--- src/logic/rv_decode_config.svh ---
`ifndef RV_DECODE_CONFIG_SVH
`define RV_DECODE_CONFIG_SVH

// Instruction word and immediate width
`define RV_XLEN 32

// Register index width, 32 architectural registers
`define RV_REG_ADDR_W 5

// Micro-op code width
`define RV_OP_W 5

`endif

--- src/logic/rv_decode_pkg.sv ---
`default_nettype none

package rv_decode_pkg;

    `include "rv_decode_config.svh"

    typedef logic [`RV_XLEN-1:0]       word_t;
    typedef logic [`RV_XLEN-1:0]       imm_t;
    typedef logic [`RV_REG_ADDR_W-1:0] reg_addr_t;
    typedef logic [2:0]                funct3_t;

    // Major opcodes of the RV32I base set
    typedef enum logic [6:0] {
        opc_lui    = 7'b0110111,
        opc_auipc  = 7'b0010111,
        opc_jal    = 7'b1101111,
        opc_jalr   = 7'b1100111,
        opc_branch = 7'b1100011,
        opc_load   = 7'b0000011,
        opc_store  = 7'b0100011,
        opc_op_imm = 7'b0010011,
        opc_op     = 7'b0110011
    } opcode_t;

    typedef enum logic [`RV_OP_W-1:0] {
        op_add     = 5'b00000,
        op_and     = 5'b00001,
        op_or      = 5'b00010,
        op_sll     = 5'b00011,
        op_srl     = 5'b00100,
        op_slt     = 5'b00101,
        op_sltu    = 5'b00110,
        op_sra     = 5'b00111,
        op_sub     = 5'b01000,
        op_xor     = 5'b01001,
        op_beq     = 5'b01010,
        op_bge     = 5'b01011,
        op_bne     = 5'b01100,
        op_bgeu    = 5'b01101,
        op_lui     = 5'b01110,
        op_auipc   = 5'b01111,
        op_jal     = 5'b10000,
        op_jalr    = 5'b10001,
        op_lb      = 5'b10010,
        op_lh      = 5'b10011,
        op_lw      = 5'b10100,
        op_lbu     = 5'b10101,
        op_lhu     = 5'b10110,
        op_sb      = 5'b10111,
        op_sh      = 5'b11000,
        op_sw      = 5'b11001,
        op_blt     = 5'b11010,
        op_bltu    = 5'b11011,
        op_invalid = 5'b11111
    } op_t;

    // Format as classified by the first stage, illegal words included
    typedef enum logic [3:0] {
        fmt_r,
        fmt_i_alu,
        fmt_shift,
        fmt_load,
        fmt_store,
        fmt_branch,
        fmt_lui,
        fmt_auipc,
        fmt_jal,
        fmt_jalr,
        fmt_illegal
    } fmt_t;

    typedef struct packed {
        logic  valid;
        word_t instr;
    } fetch_slot_t;

    typedef struct packed {
        logic      valid;
        fmt_t      fmt;
        funct3_t   funct3;
        logic      alt;
        reg_addr_t rs1;
        reg_addr_t rs2;
        reg_addr_t rd;
        word_t     instr;
    } fields_t;

    typedef struct packed {
        logic      valid;
        op_t       op;
        reg_addr_t rs1;
        reg_addr_t rs2;
        reg_addr_t rd;
        imm_t      imm;
        logic      has_imm;
    } decoded_t;

endpackage

`default_nettype wire

--- src/logic/rv_decoder_top.sv ---
`timescale 1ns/1ps
`default_nettype none

module rv_decoder_top
    import rv_decode_pkg::*;
(
    input  logic        clk,
    input  logic        rst,
    input  fetch_slot_t slot_in,
    output decoded_t    dec_out
);

    // Registered stage-one result
    fields_t fields;

    rv_field_extract rv_field_extract_inst (
        .clk     (clk),
        .rst     (rst),
        .slot_in (slot_in),
        .fields  (fields)
    );

    rv_imm_op_gen rv_imm_op_gen_inst (
        .clk     (clk),
        .rst     (rst),
        .fields  (fields),
        .dec_out (dec_out)
    );

endmodule

`default_nettype wire

--- src/logic/rv_field_extract.sv ---
`timescale 1ns/1ps
`default_nettype none

module rv_field_extract
    import rv_decode_pkg::*;
(
    input  logic        clk,
    input  logic        rst,
    input  fetch_slot_t slot_in,
    output fields_t     fields
);

    word_t      instr;
    opcode_t    opcode;
    funct3_t    funct3;
    logic [6:0] funct7;
    logic       f7_zero;
    logic       f7_alt;
    fmt_t       fmt;
    reg_addr_t  rs1;
    reg_addr_t  rs2;
    reg_addr_t  rd;

    assign instr   = slot_in.instr;
    assign opcode  = opcode_t'(instr[6:0]);
    assign funct3  = instr[14:12];
    assign funct7  = instr[31:25];
    assign f7_zero = (funct7 == 7'b0000000);
    assign f7_alt  = (funct7 == 7'b0100000);

    // An all-zero word has opcode 0000000 and falls to the default arm
    always_comb begin
        fmt = fmt_illegal;
        case (opcode)
            opc_lui:    fmt = fmt_lui;
            opc_auipc:  fmt = fmt_auipc;
            opc_jal:    fmt = fmt_jal;
            opc_jalr:   fmt = fmt_jalr;
            opc_branch: fmt = (funct3[2:1] == 2'b01) ? fmt_illegal : fmt_branch;
            opc_load:   fmt = (funct3 inside {3'b011, 3'b110, 3'b111}) ? fmt_illegal : fmt_load;
            opc_store:  fmt = (funct3[2] || funct3 == 3'b011) ? fmt_illegal : fmt_store;
            opc_op_imm: begin
                if (funct3 == 3'b001) begin
                    fmt = f7_zero ? fmt_shift : fmt_illegal;
                end else if (funct3 == 3'b101) begin
                    fmt = (f7_zero || f7_alt) ? fmt_shift : fmt_illegal;
                end else begin
                    fmt = fmt_i_alu;
                end
            end
            opc_op: begin
                // Only SUB and SRA may carry the alternate funct7
                if (f7_zero || (f7_alt && (funct3 == 3'b000 || funct3 == 3'b101))) begin
                    fmt = fmt_r;
                end
            end
            default:    fmt = fmt_illegal;
        endcase
    end

    // Zero the register fields a format does not use
    always_comb begin
        rs1 = instr[19:15];
        rs2 = instr[24:20];
        rd  = instr[11:7];
        case (fmt)
            fmt_r: ;
            fmt_i_alu, fmt_shift, fmt_load, fmt_jalr: rs2 = '0;
            fmt_store, fmt_branch: rd = '0;
            fmt_lui, fmt_auipc, fmt_jal: begin
                rs1 = '0;
                rs2 = '0;
            end
            default: begin
                rs1 = '0;
                rs2 = '0;
                rd  = '0;
            end
        endcase
    end

    always_ff @(posedge clk) begin
        if (!rst) begin
            fields.valid <= 1'b0;
        end else begin
            fields.valid <= slot_in.valid;
            if (slot_in.valid) begin
                fields.fmt    <= fmt;
                fields.funct3 <= funct3;
                fields.alt    <= instr[30];
                fields.rs1    <= rs1;
                fields.rs2    <= rs2;
                fields.rd     <= rd;
                fields.instr  <= instr;
            end
        end
    end

endmodule

`default_nettype wire

--- src/logic/rv_imm_op_gen.sv ---
`timescale 1ns/1ps
`default_nettype none

module rv_imm_op_gen
    import rv_decode_pkg::*;
(
    input  logic     clk,
    input  logic     rst,
    input  fields_t  fields,
    output decoded_t dec_out
);

    word_t instr;
    imm_t  imm;
    op_t   op;
    logic  has_imm;

    assign instr = fields.instr;

    // Shared ALU mapping for R-type, I-type and shifts
    function automatic op_t alu_op(input funct3_t f3, input logic alt);
        op_t result;
        case (f3)
            3'b000:  result = alt ? op_sub : op_add;
            3'b001:  result = op_sll;
            3'b010:  result = op_slt;
            3'b011:  result = op_sltu;
            3'b100:  result = op_xor;
            3'b101:  result = alt ? op_sra : op_srl;
            3'b110:  result = op_or;
            default: result = op_and;
        endcase
        return result;
    endfunction

    always_comb begin
        case (fields.fmt)
            fmt_i_alu, fmt_load, fmt_jalr:
                imm = {{20{instr[31]}}, instr[31:20]};
            fmt_shift:
                imm = {27'b0, instr[24:20]};
            fmt_store:
                imm = {{20{instr[31]}}, instr[31:25], instr[11:7]};
            fmt_branch:
                imm = {{20{instr[31]}}, instr[7], instr[30:25], instr[11:8], 1'b0};
            fmt_lui, fmt_auipc:
                imm = {instr[31:12], 12'b0};
            fmt_jal:
                imm = {{12{instr[31]}}, instr[19:12], instr[20], instr[30:21], 1'b0};
            default:
                imm = '0;
        endcase
    end

    always_comb begin
        op = op_invalid;
        case (fields.fmt)
            fmt_r:     op = alu_op(fields.funct3, fields.alt);
            // Bit 30 belongs to the immediate here, so it never selects SUB
            fmt_i_alu: op = alu_op(fields.funct3, 1'b0);
            fmt_shift: op = alu_op(fields.funct3, fields.alt);
            fmt_load: begin
                case (fields.funct3)
                    3'b000:  op = op_lb;
                    3'b001:  op = op_lh;
                    3'b010:  op = op_lw;
                    3'b100:  op = op_lbu;
                    3'b101:  op = op_lhu;
                    default: op = op_invalid;
                endcase
            end
            fmt_store: begin
                case (fields.funct3)
                    3'b000:  op = op_sb;
                    3'b001:  op = op_sh;
                    3'b010:  op = op_sw;
                    default: op = op_invalid;
                endcase
            end
            fmt_branch: begin
                case (fields.funct3)
                    3'b000:  op = op_beq;
                    3'b001:  op = op_bne;
                    3'b100:  op = op_blt;
                    3'b101:  op = op_bge;
                    3'b110:  op = op_bltu;
                    3'b111:  op = op_bgeu;
                    default: op = op_invalid;
                endcase
            end
            fmt_lui:   op = op_lui;
            fmt_auipc: op = op_auipc;
            fmt_jal:   op = op_jal;
            fmt_jalr:  op = op_jalr;
            default:   op = op_invalid;
        endcase
    end

    assign has_imm = !(fields.fmt == fmt_r || fields.fmt == fmt_illegal);

    always_ff @(posedge clk) begin
        if (!rst) begin
            dec_out.valid   <= 1'b0;
            dec_out.op      <= op_invalid;
            dec_out.rs1     <= '0;
            dec_out.rs2     <= '0;
            dec_out.rd      <= '0;
            dec_out.imm     <= '0;
            dec_out.has_imm <= 1'b0;
        end else begin
            dec_out.valid <= fields.valid;
            if (fields.valid) begin
                dec_out.op      <= op;
                dec_out.rs1     <= fields.rs1;
                dec_out.rs2     <= fields.rs2;
                dec_out.rd      <= fields.rd;
                dec_out.imm     <= imm;
                dec_out.has_imm <= has_imm;
            end
        end
    end

endmodule

`default_nettype wire

--- config.mk ---
export PLATFORM = sky130hd
export DESIGN_NAME = rv_decoder_top
export DESIGN_NICKNAME = d
export VERILOG_FILES = /design/src/logic/rv_decode_pkg.sv /design/src/logic/rv_decoder_top.sv /design/src/logic/rv_field_extract.sv /design/src/logic/rv_imm_op_gen.sv
export VERILOG_INCLUDE_DIRS = /design/src /design/src/logic
export SDC_FILE = /design/constraint.sdc
export NUM_CORES = 1
export LEC_CHECK = 0
export BUFFER_PORTS_ARGS = -buffer_cell sky130_fd_sc_hd__buf_2
export CAP_MARGIN = 0
export CORE_MARGIN = 4
export CORE_UTILIZATION = 55
export DETAILED_ROUTE_END_ITERATION = 10
export GPL_TIMING_DRIVEN = 0
export PLACE_DENSITY = 0.85
export SLEW_MARGIN = 10
export SYNTH_ARGS = -nofsm -noshare
export SYNTH_HDL_FRONTEND = slang
export SYNTH_HIERARCHICAL = 1
export SYNTH_SLANG_ARGS = --single-unit
--- constraint.sdc ---
create_clock -name clk -period 2.8 [get_ports clk]
set_input_delay 0.14 -clock clk [delete_from_list [all_inputs] [get_ports clk]]
set_output_delay 0.14 -clock clk [all_outputs]
set_load 0.01 [all_outputs]
==> metrics.md <==
| Metric | Value |
|---|---|
| Initial antenna violation count | `0` |
| First-pass GRT wire length | `18.8 mm` |
| Worst min path class | `in -> reg` |
| Hold buffers post-CTS | `22` |
| Setup violators final | `0` |
| Layout fillers | `659` |
| Clk root buf | `clkbuf_8` |
| Core area | `0.00838 mm^2` |
| Final net count | `606` |
| Min Tclk post-route | `2300 ps` |
| Worst slack at placement | `726 ps` |
| Multi-input logic area | `0.00215 mm^2` |
| Fmax | `0.434 GHz` |
| Pre-antenna DRT Iters | `5` |
| Area taken by flip-flops and latches | `0.00242 mm^2` |
| Clk sinks | `99` |
| Syn. warnings | `6` |
| Fraction of layout cells with a size suffix above 1 | `27.8%` |
| GRT Overall Usage | `23.6%` |
| Worst-Margin Slew | `693 ps` |
| Worst Skew | `12.0 ps` |
| Setup WS post-layout | `498 ps` |
| CTS tree | `built` |
| Layout area overhead | `20.5%` |
| Cells after Synth | `451` |
| Starting Density | `57.8%` |
| Total power | `3010 uW` |
| H-tree levels | `3` |
| Relative slew slack | `53.2%` |
| Final wirelength | `12.1 mm` |
| Antenna cells | `0` |
| Status | `complete, no violations` |
| Crit path arrival time | `2530 ps` |
| M3 GR Usage | `4.03%` |
| Num CTS Buffers | `9` |
| Via count | `3952` |
| GRT met2 Usage | `39.4%` |
| CP max FO | `5` |
| CP Class | `in -> reg` |
| Vias in the first global route | `3779` |
| Full die area | `0.0104 mm^2` |
| Overflow after GRT | `0` |
| Clock tree buffer depth | `2` |
| CP endpoint kind | `flop` |
| # DRC | `0` |
| Final Hold Vio Count | `0` |
| Post-CTS Resized | `0` |
| Via density | `5.80` |
| Port Buf Inserts | `86` |
| Crit path launch type | `input pin` |
| Post-CTS Setup Inserts | `0` |
| Io pins | `89` |
| Wirelength per Cell | `17.8 um` |
| Pin count of the biggest net entering global routing | `40` |
| Max VDD drop | `357 uV` |
| Post-synth net total | `486` |
| HPWL after detailed placement | `8.89 mm` |
| Pleak | `0.00224 uW` |
| Remaining antenna violation count | `0` |
| Post-synthesis cell area | `0.00484 mm^2` |
| Chip height | `102 um` |
| Slew Limit Fails | `0` |
| Gpl congestion | `0.900` |
| Max-cap viol count | `0` |
| Tcrit/Tclk final | `82.2%` |
| Met1 usage | `30.8%` |
| Required @ worst endpoint | `3030 ps` |
| DR iter-0 viols | `293` |
| Gr busiest metal | `met2` |
| Row Count | `33` |
| Clk slew on worst S/H paths | `90 ps` |
| Syn_area_per_cell | `10.7 um^2` |
| RSZ-0062 raised after global routing | `false` |
| Setup TNS | `0 ps` |
| Clk_lat worst skew | `360 ps` |
| PwrDens | `515 mW/mm^2` |
| Die width | `102 um` |
[per-layer routing]
layer	part of all wire, %	up-vias
li1	-	1900
met2	48	170
met1	42	1855
met5	0	-
met4	2.6	0
met3	6.9	27
[power breakdown]
group | leakage, uW | switching, uW | internal (uW)
logic | 0.00130 | 274 | 213
clock network | 0.000100 | 521 | 366
registers | 0.000845 | 44.0 | 1590
total | 0.00224 | 839 | 2170
[worst max-delay path: stages]
cell and delay (ps):
dlygate4sd3_1 550, buf_2 150, nor4_4 420, o2111a_2 270, a2111oi_2 70, a2111oi_4 410, nor3b_4 340, and2_1 180
[final cells by class]
| type | instances | share of cell area (%) |
|---|---|---|
| sequential | 99 | 41.5 |
| multi-input combinational | 304 | 36.9 |
| clock buffer | 10 | 2.36 |
| clock inverter | 6 | 0.900 |
| inverter | 9 | 0.579 |
| tap | 105 | 2.25 |
| timing repair buffer | 109 | 11.5 |
| buffer | 39 | 4.05 |
[registers in the layout, summed over array words and instances (netlist names)]
name / flops
rv_field_extract_inst/fields: 45
rv_imm_op_gen_inst/dec_out: 54
[cells in the final DEF (no fill, tap or decap), types with 7 or more instances in the layout]
cell type / n
a21boi_0: 14
a21oi_1: 19
a22oi_1: 12
a2bb2oi_1: 8
buf_2: 100
buf_4: 7
clkbuf_1: 13
clkbuf_8: 10
dfxtp_1: 55
dlygate4sd3_1: 22
edfxtp_1: 44
inv_1: 8
mux2i_1: 15
nand2_1: 41
nand2b_1: 12
nand3b_1: 11
nor2_1: 15
nor2b_1: 18
nor3b_1: 8
o21ai_0: 23
o21ai_2: 11
[worst paths after layout]
kind	cells after the start	end	slack [ps]	from
setup / recovery	8	rv_field_extract_inst/fields[39]$_SDFFCE_PN0P_	500	slot_in[28]
hold / removal	1	rv_field_extract_inst/fields[31]$_DFFE_PP_	40	slot_in[31]
setup reg to reg	6	rv_imm_op_gen_inst/dec_out[16]$_SDFFE_PN0P_	870	rv_field_extract_inst/fields[53]$_DFFE_PP_
hold reg to reg	2	rv_imm_op_gen_inst/dec_out[30]$_SDFFE_PN0P_	460	rv_imm_op_gen_inst/dec_out[30]$_SDFFE_PN0P_
[per-stage QoR]
stage / cell area (um^2) / std cells / utilization [%] / hold WS (ps)
2_1_floorplan: 4840 / 451 / - / 239
3_3_place_gp: 5410 / 642 / 64.5 / 331
3_5_place_dp: 5430 / 643 / 64.8 / 338
4_1_cts: 5840 / 681 / 69.7 / 12.5
5_1_grt: 5840 / 681 / 69.7 / 16.9
6_report: 5840 / 681 / 69.7 / 40.5
Power figures use the tool's default switching activity.
